$ cat src/hdl/nts_engine_pkg.sv
//------------------------------------------------
// Shared address map, constants and types for the
// NTS engine control block. Imported by every RTL file.
//------------------------------------------------

package nts_engine_pkg;

  //------------------------------------------------
  // Widths
  //------------------------------------------------

  localparam int API_DATA_W = 32;  // Register word
  localparam int API_ADDR_W = 12;  // External address
  localparam int API_WORD_W = 8;   // Block-local word address
  localparam int BLK_W      = API_ADDR_W - API_WORD_W;
  localparam int NUM_STATS  = 6;

  //------------------------------------------------
  // Engine register block
  //------------------------------------------------

  localparam logic [API_WORD_W-1:0] ADDR_NAME0   = 8'h00;
  localparam logic [API_WORD_W-1:0] ADDR_NAME1   = 8'h01;
  localparam logic [API_WORD_W-1:0] ADDR_VERSION = 8'h02;
  localparam logic [API_WORD_W-1:0] ADDR_CTRL    = 8'h08;
  localparam logic [API_WORD_W-1:0] ADDR_STATUS  = 8'h09;

  localparam logic [API_DATA_W-1:0] CORE_NAME0   = 32'h4e54_535f;  // "NTS_"
  localparam logic [API_DATA_W-1:0] CORE_NAME1   = 32'h454e_474e;  // "ENGN"
  localparam logic [API_DATA_W-1:0] CORE_VERSION = 32'h302e_3035;  // "0.05"

  //------------------------------------------------
  // Debug register block
  //------------------------------------------------

  // Counters take two words, high half first
  localparam logic [API_WORD_W-1:0] ADDR_DBG_PROCESSED  = 8'h00;
  localparam logic [API_WORD_W-1:0] ADDR_DBG_BAD_COOKIE = 8'h02;
  localparam logic [API_WORD_W-1:0] ADDR_DBG_BAD_AUTH   = 8'h04;
  localparam logic [API_WORD_W-1:0] ADDR_DBG_BAD_KEYID  = 8'h06;
  localparam logic [API_WORD_W-1:0] ADDR_DBG_NAME       = 8'h08;
  localparam logic [API_WORD_W-1:0] ADDR_DBG_SYSTICK    = 8'h09;
  localparam logic [API_WORD_W-1:0] ADDR_DBG_ERR_CRYPTO = 8'h20;
  localparam logic [API_WORD_W-1:0] ADDR_DBG_ERR_TXBUF  = 8'h22;

  localparam logic [API_DATA_W-1:0] DEBUG_NAME    = 32'h4442_5547;  // "DBUG"
  localparam logic [API_DATA_W-1:0] SYSTICK_RESET = 32'd1;

  //------------------------------------------------
  // Types
  //------------------------------------------------

  // Block select from address bits 11:8
  typedef enum logic [BLK_W-1:0] {
    BLK_ENGINE = 4'd0,
    BLK_CLOCK  = 4'd1,
    BLK_COOKIE = 4'd2,
    BLK_KEYMEM = 4'd3,
    BLK_DEBUG  = 4'd4,
    BLK_PARSER = 4'd5
  } api_block_e;

  typedef struct packed {
    logic                  cs;
    logic                  we;
    logic [API_WORD_W-1:0] addr;
    logic [API_DATA_W-1:0] wdata;
  } api_req_t;

  // First field lands in the MSB
  typedef struct packed {
    logic nts_processed;
    logic nts_bad_cookie;
    logic nts_bad_auth;
    logic nts_bad_keyid;
    logic error_crypto;
    logic error_txbuf;
  } stat_events_t;

  typedef enum logic [2:0] {
    STAT_NTS_PROCESSED  = 3'd0,
    STAT_NTS_BAD_COOKIE = 3'd1,
    STAT_NTS_BAD_AUTH   = 3'd2,
    STAT_NTS_BAD_KEYID  = 3'd3,
    STAT_ERROR_CRYPTO   = 3'd4,
    STAT_ERROR_TXBUF    = 3'd5
  } stat_id_e;

  typedef struct packed {
    logic nts_processed;
    logic nts_bad_cookie;
    logic nts_bad_auth;
    logic nts_bad_keyid;
    logic error_crypto;
    logic error_txbuf;
  } stat_snap_t;

endpackage

$ cat src/hdl/nts_stat_counter.sv
//------------------------------------------------
// 64-bit statistics counter. The low half is copied
// to a snapshot register when the high half is read.
//------------------------------------------------

module nts_stat_counter (
  input  logic                                  i_clk,
  input  logic                                  i_areset,
  input  logic                                  i_inc,       // One event
  input  logic                                  i_snapshot,  // High half being read
  output logic [nts_engine_pkg::API_DATA_W-1:0] o_msb,
  output logic [nts_engine_pkg::API_DATA_W-1:0] o_lsb_snap
);
  import nts_engine_pkg::*;

  logic [2*API_DATA_W-1:0] cnt_reg;
  logic [API_DATA_W-1:0]   lsb_snap_reg;

  //------------------------------------------------
  // Event count
  //------------------------------------------------

  always_ff @(posedge i_clk or posedge i_areset)
  begin
    if (i_areset)
    begin
      cnt_reg <= '0;
    end
    else if (i_inc)
    begin
      cnt_reg <= cnt_reg + 1'b1;
    end
  end

  //------------------------------------------------
  // Low half snapshot
  //------------------------------------------------

  // Sampled before this edge's increment, so it pairs with o_msb
  always_ff @(posedge i_clk or posedge i_areset)
  begin
    if (i_areset)
    begin
      lsb_snap_reg <= '0;
    end
    else if (i_snapshot)
    begin
      lsb_snap_reg <= cnt_reg[API_DATA_W-1:0];
    end
  end

  assign o_msb      = cnt_reg[2*API_DATA_W-1:API_DATA_W];  // Live value
  assign o_lsb_snap = lsb_snap_reg;

endmodule

$ cat src/hdl/nts_engine_regs.sv
//------------------------------------------------
// Engine register block. Identification words, the
// control enable and status, and the o_busy output.
//------------------------------------------------

module nts_engine_regs (
  input  logic                                  i_clk,
  input  logic                                  i_areset,
  input  nts_engine_pkg::api_req_t              i_req,
  input  logic                                  i_sel,
  input  logic                                  i_parser_busy,
  output logic [nts_engine_pkg::API_DATA_W-1:0] o_rdata,
  output logic                                  o_busy
);
  import nts_engine_pkg::*;

  logic access;
  logic ctrl_we;
  logic ctrl_reg;  // Engine enable

  assign access  = i_sel && i_req.cs;
  assign ctrl_we = access && i_req.we && (i_req.addr == ADDR_CTRL);

  //------------------------------------------------
  // Control register
  //------------------------------------------------

  always_ff @(posedge i_clk or posedge i_areset)
  begin
    if (i_areset)
    begin
      ctrl_reg <= 1'b0;  // Engine starts disabled
    end
    else if (ctrl_we)
    begin
      ctrl_reg <= i_req.wdata[0];
    end
  end

  // Busy while disabled or while the parser works
  assign o_busy = !ctrl_reg || i_parser_busy;

  //------------------------------------------------
  // Read data
  //------------------------------------------------

  always_comb
  begin
    o_rdata = '0;
    if (access && !i_req.we)
    begin
      case (i_req.addr)
        ADDR_NAME0:   o_rdata = CORE_NAME0;
        ADDR_NAME1:   o_rdata = CORE_NAME1;
        ADDR_VERSION: o_rdata = CORE_VERSION;
        ADDR_CTRL:
        begin
          o_rdata = {{(API_DATA_W-1){1'b0}}, ctrl_reg};
        end
        ADDR_STATUS:
        begin
          // Bit 0 is the ready flag
          o_rdata = {{(API_DATA_W-1){1'b0}}, !i_parser_busy};
        end
        default: o_rdata = '0;
      endcase
    end
  end

  //------------------------------------------------
  // Checks
  //------------------------------------------------

  a_ctrl_write: assert property (
    @(posedge i_clk) disable iff (i_areset)
    ctrl_we |=> (ctrl_reg == $past(i_req.wdata[0]))
  );

endmodule

$ cat src/hdl/nts_debug_regs.sv
//------------------------------------------------
// Debug register block. Six statistics counters,
// a free-running tick counter and the name word. Read only.
//------------------------------------------------

module nts_debug_regs (
  input  logic                                  i_clk,
  input  logic                                  i_areset,
  input  nts_engine_pkg::api_req_t              i_req,
  input  logic                                  i_sel,
  input  nts_engine_pkg::stat_events_t          i_events,
  output logic [nts_engine_pkg::API_DATA_W-1:0] o_rdata
);
  import nts_engine_pkg::*;

  logic [API_DATA_W-1:0] cnt_msb [NUM_STATS];
  logic [API_DATA_W-1:0] cnt_lsb [NUM_STATS];
  stat_snap_t            snap;
  logic                  rd_en;
  logic [API_DATA_W-1:0] systick_reg;

  assign rd_en = i_sel && i_req.cs && !i_req.we;  // Writes ignored

  //------------------------------------------------
  // Statistics counters
  //------------------------------------------------

  // Counter g sits at struct bit NUM_STATS-1-g
  for (genvar g = 0; g < NUM_STATS; g++)
  begin : g_stat
    nts_stat_counter counter_i (
      .i_clk      ( i_clk                   ),
      .i_areset   ( i_areset                ),
      .i_inc      ( i_events[NUM_STATS-1-g] ),
      .i_snapshot ( snap[NUM_STATS-1-g]     ),
      .o_msb      ( cnt_msb[g]              ),
      .o_lsb_snap ( cnt_lsb[g]              )
    );
  end

  //------------------------------------------------
  // Tick counter
  //------------------------------------------------

  always_ff @(posedge i_clk or posedge i_areset)
  begin
    if (i_areset)
    begin
      systick_reg <= SYSTICK_RESET;
    end
    else
    begin
      systick_reg <= systick_reg + 1'b1;  // Wraps freely
    end
  end

  //------------------------------------------------
  // Read decode
  //------------------------------------------------

  always_comb
  begin
    o_rdata = '0;
    snap    = '0;
    if (rd_en)
    begin
      case (i_req.addr)
        ADDR_DBG_PROCESSED:
        begin
          o_rdata            = cnt_msb[STAT_NTS_PROCESSED];
          snap.nts_processed = 1'b1;
        end
        ADDR_DBG_PROCESSED + 8'd1:  o_rdata = cnt_lsb[STAT_NTS_PROCESSED];
        ADDR_DBG_BAD_COOKIE:
        begin
          o_rdata             = cnt_msb[STAT_NTS_BAD_COOKIE];
          snap.nts_bad_cookie = 1'b1;
        end
        ADDR_DBG_BAD_COOKIE + 8'd1: o_rdata = cnt_lsb[STAT_NTS_BAD_COOKIE];
        ADDR_DBG_BAD_AUTH:
        begin
          o_rdata           = cnt_msb[STAT_NTS_BAD_AUTH];
          snap.nts_bad_auth = 1'b1;
        end
        ADDR_DBG_BAD_AUTH + 8'd1:   o_rdata = cnt_lsb[STAT_NTS_BAD_AUTH];
        ADDR_DBG_BAD_KEYID:
        begin
          o_rdata            = cnt_msb[STAT_NTS_BAD_KEYID];
          snap.nts_bad_keyid = 1'b1;
        end
        ADDR_DBG_BAD_KEYID + 8'd1:  o_rdata = cnt_lsb[STAT_NTS_BAD_KEYID];
        ADDR_DBG_NAME:              o_rdata = DEBUG_NAME;
        ADDR_DBG_SYSTICK:           o_rdata = systick_reg;
        ADDR_DBG_ERR_CRYPTO:
        begin
          o_rdata           = cnt_msb[STAT_ERROR_CRYPTO];
          snap.error_crypto = 1'b1;
        end
        ADDR_DBG_ERR_CRYPTO + 8'd1: o_rdata = cnt_lsb[STAT_ERROR_CRYPTO];
        ADDR_DBG_ERR_TXBUF:
        begin
          o_rdata          = cnt_msb[STAT_ERROR_TXBUF];
          snap.error_txbuf = 1'b1;
        end
        ADDR_DBG_ERR_TXBUF + 8'd1:  o_rdata = cnt_lsb[STAT_ERROR_TXBUF];
        default:                    o_rdata = '0;  // Unmapped word
      endcase
    end
  end

  //------------------------------------------------
  // Checks
  //------------------------------------------------

  // One read per cycle, so only one counter may freeze its low half
  a_snap_onehot: assert property (
    @(posedge i_clk) disable iff (i_areset)
    $onehot0(snap)
  );

endmodule

$ cat src/hdl/nts_api_decode.sv
//------------------------------------------------
// API decoder. Splits external accesses into block
// selects and returns read data one cycle later.
//------------------------------------------------

module nts_api_decode (
  input  logic                                  i_clk,
  input  logic                                  i_areset,
  input  logic                                  i_api_cs,
  input  logic                                  i_api_we,
  input  logic [nts_engine_pkg::API_ADDR_W-1:0] i_api_address,
  input  logic [nts_engine_pkg::API_DATA_W-1:0] i_api_write_data,
  output nts_engine_pkg::api_req_t              o_req,
  output logic                                  o_sel_engine,
  output logic                                  o_sel_debug,
  input  logic [nts_engine_pkg::API_DATA_W-1:0] i_rdata_engine,
  input  logic [nts_engine_pkg::API_DATA_W-1:0] i_rdata_debug,
  output logic [nts_engine_pkg::API_DATA_W-1:0] o_api_read_data,
  output logic                                  o_api_read_data_valid
);
  import nts_engine_pkg::*;

  api_block_e            block;
  logic                  rd_strobe;
  logic [API_DATA_W-1:0] rdata_mux;
  logic [API_DATA_W-1:0] rdata_reg;
  logic                  valid_reg;

  //------------------------------------------------
  // Request and selects
  //------------------------------------------------

  assign block     = api_block_e'(i_api_address[API_ADDR_W-1:API_WORD_W]);
  assign rd_strobe = i_api_cs && !i_api_we;

  assign o_req.cs    = i_api_cs;
  assign o_req.we    = i_api_we;
  assign o_req.addr  = i_api_address[API_WORD_W-1:0];
  assign o_req.wdata = i_api_write_data;

  assign o_sel_engine = i_api_cs && (block == BLK_ENGINE);
  assign o_sel_debug  = i_api_cs && (block == BLK_DEBUG);

  // Clock, cookie, keymem and parser have no registers here
  always_comb
  begin
    case (block)
      BLK_ENGINE: rdata_mux = i_rdata_engine;
      BLK_DEBUG:  rdata_mux = i_rdata_debug;
      default:    rdata_mux = '0;
    endcase
  end

  //------------------------------------------------
  // Read response
  //------------------------------------------------

  always_ff @(posedge i_clk or posedge i_areset)
  begin
    if (i_areset)
    begin
      valid_reg <= 1'b0;
    end
    else
    begin
      valid_reg <= rd_strobe;  // One pulse per read
    end
  end

  always_ff @(posedge i_clk)
  begin
    if (rd_strobe)
    begin
      rdata_reg <= rdata_mux;
    end
  end

  assign o_api_read_data       = rdata_reg;
  assign o_api_read_data_valid = valid_reg;

  a_valid_after_read: assert property (
    @(posedge i_clk) disable iff (i_areset)
    o_api_read_data_valid |-> $past(i_api_cs && !i_api_we)
  );

endmodule

$ cat src/hdl/nts_engine_ctrl.sv
//------------------------------------------------
// NTS engine control top. Register API decoder with
// the engine and debug register blocks behind it.
//------------------------------------------------

module nts_engine_ctrl (
  input  logic                                  i_clk,
  input  logic                                  i_areset,

  // External register API
  input  logic                                  i_api_cs,
  input  logic                                  i_api_we,
  input  logic [nts_engine_pkg::API_ADDR_W-1:0] i_api_address,
  input  logic [nts_engine_pkg::API_DATA_W-1:0] i_api_write_data,
  output logic [nts_engine_pkg::API_DATA_W-1:0] o_api_read_data,
  output logic                                  o_api_read_data_valid,

  // Statistics and status
  input  nts_engine_pkg::stat_events_t          i_events,
  input  logic                                  i_parser_busy,
  output logic                                  o_busy
);
  import nts_engine_pkg::*;

  api_req_t              req;
  logic                  sel_engine;
  logic                  sel_debug;
  logic [API_DATA_W-1:0] rdata_engine;
  logic [API_DATA_W-1:0] rdata_debug;

  //------------------------------------------------
  // API decoder
  //------------------------------------------------

  nts_api_decode api_decode_i (
    .i_clk                 ( i_clk                 ),
    .i_areset              ( i_areset              ),
    .i_api_cs              ( i_api_cs              ),
    .i_api_we              ( i_api_we              ),
    .i_api_address         ( i_api_address         ),
    .i_api_write_data      ( i_api_write_data      ),
    .o_req                 ( req                   ),
    .o_sel_engine          ( sel_engine            ),
    .o_sel_debug           ( sel_debug             ),
    .i_rdata_engine        ( rdata_engine          ),
    .i_rdata_debug         ( rdata_debug           ),
    .o_api_read_data       ( o_api_read_data       ),
    .o_api_read_data_valid ( o_api_read_data_valid )
  );

  //------------------------------------------------
  // Register blocks
  //------------------------------------------------

  nts_engine_regs engine_regs_i (
    .i_clk         ( i_clk         ),
    .i_areset      ( i_areset      ),
    .i_req         ( req           ),
    .i_sel         ( sel_engine    ),
    .i_parser_busy ( i_parser_busy ),
    .o_rdata       ( rdata_engine  ),
    .o_busy        ( o_busy        )
  );

  nts_debug_regs debug_regs_i (
    .i_clk    ( i_clk       ),
    .i_areset ( i_areset    ),
    .i_req    ( req         ),
    .i_sel    ( sel_debug   ),
    .i_events ( i_events    ),
    .o_rdata  ( rdata_debug )
  );

endmodule

$ cat config.mk
export PLATFORM = sky130hd
export DESIGN_NAME = nts_engine_ctrl
export DESIGN_NICKNAME = d
export VERILOG_FILES = /design/src/hdl/nts_engine_pkg.sv /design/src/hdl/nts_stat_counter.sv /design/src/hdl/nts_engine_regs.sv /design/src/hdl/nts_debug_regs.sv /design/src/hdl/nts_api_decode.sv /design/src/hdl/nts_engine_ctrl.sv
export SDC_FILE = /design/constraint.sdc
export NUM_CORES = 1
export LEC_CHECK = 0
export BUFFER_PORTS_ARGS = -buffer_cell sky130_fd_sc_hd__buf_2
export CAP_MARGIN = 20
export CELL_PAD_IN_SITES_DETAIL_PLACEMENT = 1
export CELL_PAD_IN_SITES_GLOBAL_PLACEMENT = 1
export CORE_MARGIN = 3
export CORE_UTILIZATION = 50
export CTS_CLUSTER_SIZE = 25
export DETAILED_ROUTE_END_ITERATION = 8
export PLACE_DENSITY = 0.84
export SETUP_SLACK_MARGIN = 0.5
export SYNTH_ARGS = -nofsm -noshare
export SYNTH_HDL_FRONTEND = slang
export SYNTH_HIERARCHICAL = 1
export SYNTH_SLANG_ARGS = --single-unit
$ cat constraint.sdc
create_clock -name i_clk -period 3.8 [get_ports i_clk]
set_input_delay 0.38 -clock i_clk [delete_from_list [all_inputs] [get_ports i_clk]]
set_output_delay 0.38 -clock i_clk [all_outputs]
set_load 0.01 [all_outputs]
==> out/metrics.cfg <==
[clocking]
cts_hold_buf=2
cts.clk_slew.worst_paths_ns=0.06
post_cts_resized=0
cts_tree=done
cts_max_level=3
clock-root-buffer=clkbuf_16
clkLatencyLatePin_ns=0.61
post-cts-setup-buffer-count=0
clockBufferDepth=3
cts_num_sinks=642
cts_buffers=73

[setup_path]
crit_type=register to register
crit_arrival_ns=3.21
startpoint_type=register
path_max_fanout=5
required_ns=4.17
cp-end-kind=register

[placed_design]
io_buffers=57
place.gp.congestion=0.994
pre_cts_ws_ns=0.591
placed_area_um2=33700
dp_hpwl_um=82100

[floorplan]
num_rows=95
die_width_um=268
start_util=0.507
core_area_um2=67500
die_y_um=268
io_pins=89
dieArea_um2=71700

[logic_synthesis]
synth_warnings=6
syn_area_um2=34200
syn_avg_cell_area_um2=11.0
synthCells=3123

[finish]
final_common_cell=dfrtp_1
num-fill-cells=7139
postLayoutCellArea_um2=36100
regArea_um2=16200
nNetsFinal=3031
most-common-layout-cells=dfrtp_1 (609), xnor2_1 (225), nor2_1 (214), mux2_2 (214), nand2_1 (211)
largest_reg_flops=384
layout-drive-gt1-share=0.189
multi_input_area_um2=15500
syn_to_final_growth_pct=5.51

[global_route]
grt_pass1_vias=25817
grt_use_total=0.311
grt_max_degree=92
antenna_found_initial=6
grt.overflow.total=0
grt_pass1_wl_um=168000

[detailed_routing]
first_pass_iters=6
vias=24894
drt_iter0_drc=2505
routed_wl_um=112000
vias_per_cell=6.38
post-route-drc-count=0
detail_route.wl_per_cell_um=28.6
antenna_left=0

[sta]
finalMaxSlewViolations=0
fmax_mhz=352
fin_worst_skew_ns=0.0218
period_minus_slack_ns=2.84
worst_pin_slew_ns=1.18
relSlewSlack=0.211
finalHoldViolations=0
setup-tns-final_ns=0
layout_setup_ws_ns=0.962
setup_viol=0
rsz0062_at_grt=false
post-route-period-util=0.747

[run_status]
status=complete, no violations

[min_path]
hp-class=input port to register

[power_and_ir_drop]
leakagePower_nw=16.3
p_total_mw=15.5
p_per_area_nw_per_um2=428
ir_worst_vdd_v=0.000340

[job]
drv_cap=0

[final cells by class]
| type | count | area share |
|---|---|---|
| Multi-Input combinational cell | 2091 | 0.428 |
| Sequential cell | 642 | 0.449 |
| Clock inverter | 21 | 0.00547 |
| Timing Repair Buffer | 111 | 0.0215 |
| Tap cell | 873 | 0.0302 |
| Clock buffer | 109 | 0.0599 |
| Antenna cell | 2 | 0.000139 |
| Inverter | 50 | 0.00561 |
[critical path: stages (launching register included)]
cell	delay (ns)
dfrtp_1	0.43
nor2b_1	0.16
a2111oi_0	0.87
a211oi_1	0.08
o21ai_0	0.55
a21oi_1	0.26
mux2i_1	0.20
nor2_1	0.06
[power breakdown]
part | leakage (nW) | switching [mW] | internal, mW
logic | 6.53 | 0.582 | 0.350
registers | 8.59 | 0.419 | 7.12
clock network | 1.17 | 2.86 | 4.14
total | 16.3 | 3.86 | 11.6
[metal layers]
metal / part of all wire / wire length [um] / vias up / track usage
li1: - / - / 10562 / -
met1: 0.42 / 46500 / 13089 / 0.427
met2: 0.47 / 51900 / 1009 / 0.493
met3: 0.076 / 8500 / 232 / 0.0584
met4: 0.041 / 4530 / 2 / 0.117
met5: 0.000063 / 7 / - / 0
[per-stage QoR]
| stage | utilization | cells | hold WS, ns |
|---|---|---|---|
| final | 0.535 | 3899 | 0.0653 |
| after global routing | 0.535 | 3897 | 0.0714 |
| after CTS | 0.534 | 3894 | 0.0710 |
| after detailed placement | 0.499 | 3762 | 0.463 |
| after global placement | 0.499 | 3761 | 0.451 |
| after floorplan | - | 3128 | 0.109 |
[path summary, 6_finish.rpt]
| kind | from | endpoint | slack (ns) | cells past startpoint |
|---|---|---|---|---|
| setup / recovery | debug_regs_i/g_stat[0].counter_i/cnt_reg[38] | api_decode_i/o_api_read_data[6] | 0.96 | 7 |
| hold / removal | i_api_we | api_decode_i/o_api_read_data_valid | 0.07 | 2 |
| setup reg to reg | debug_regs_i/g_stat[0].counter_i/cnt_reg[38] | api_decode_i/o_api_read_data[6] | 0.96 | 7 |
| hold reg to reg | debug_regs_i/g_stat[0].counter_i/cnt_reg[63] | debug_regs_i/g_stat[0].counter_i/cnt_reg[63] | 0.47 | 1 |
| max in group asynchronous | i_areset | debug_regs_i/g_stat[3].counter_i/cnt_reg[10] | 2.13 | 4 |
| min in group asynchronous | i_areset | engine_regs_i/ctrl_reg | 0.49 | 3 |
No activity file was read; power rests on OpenSTA's default activity.
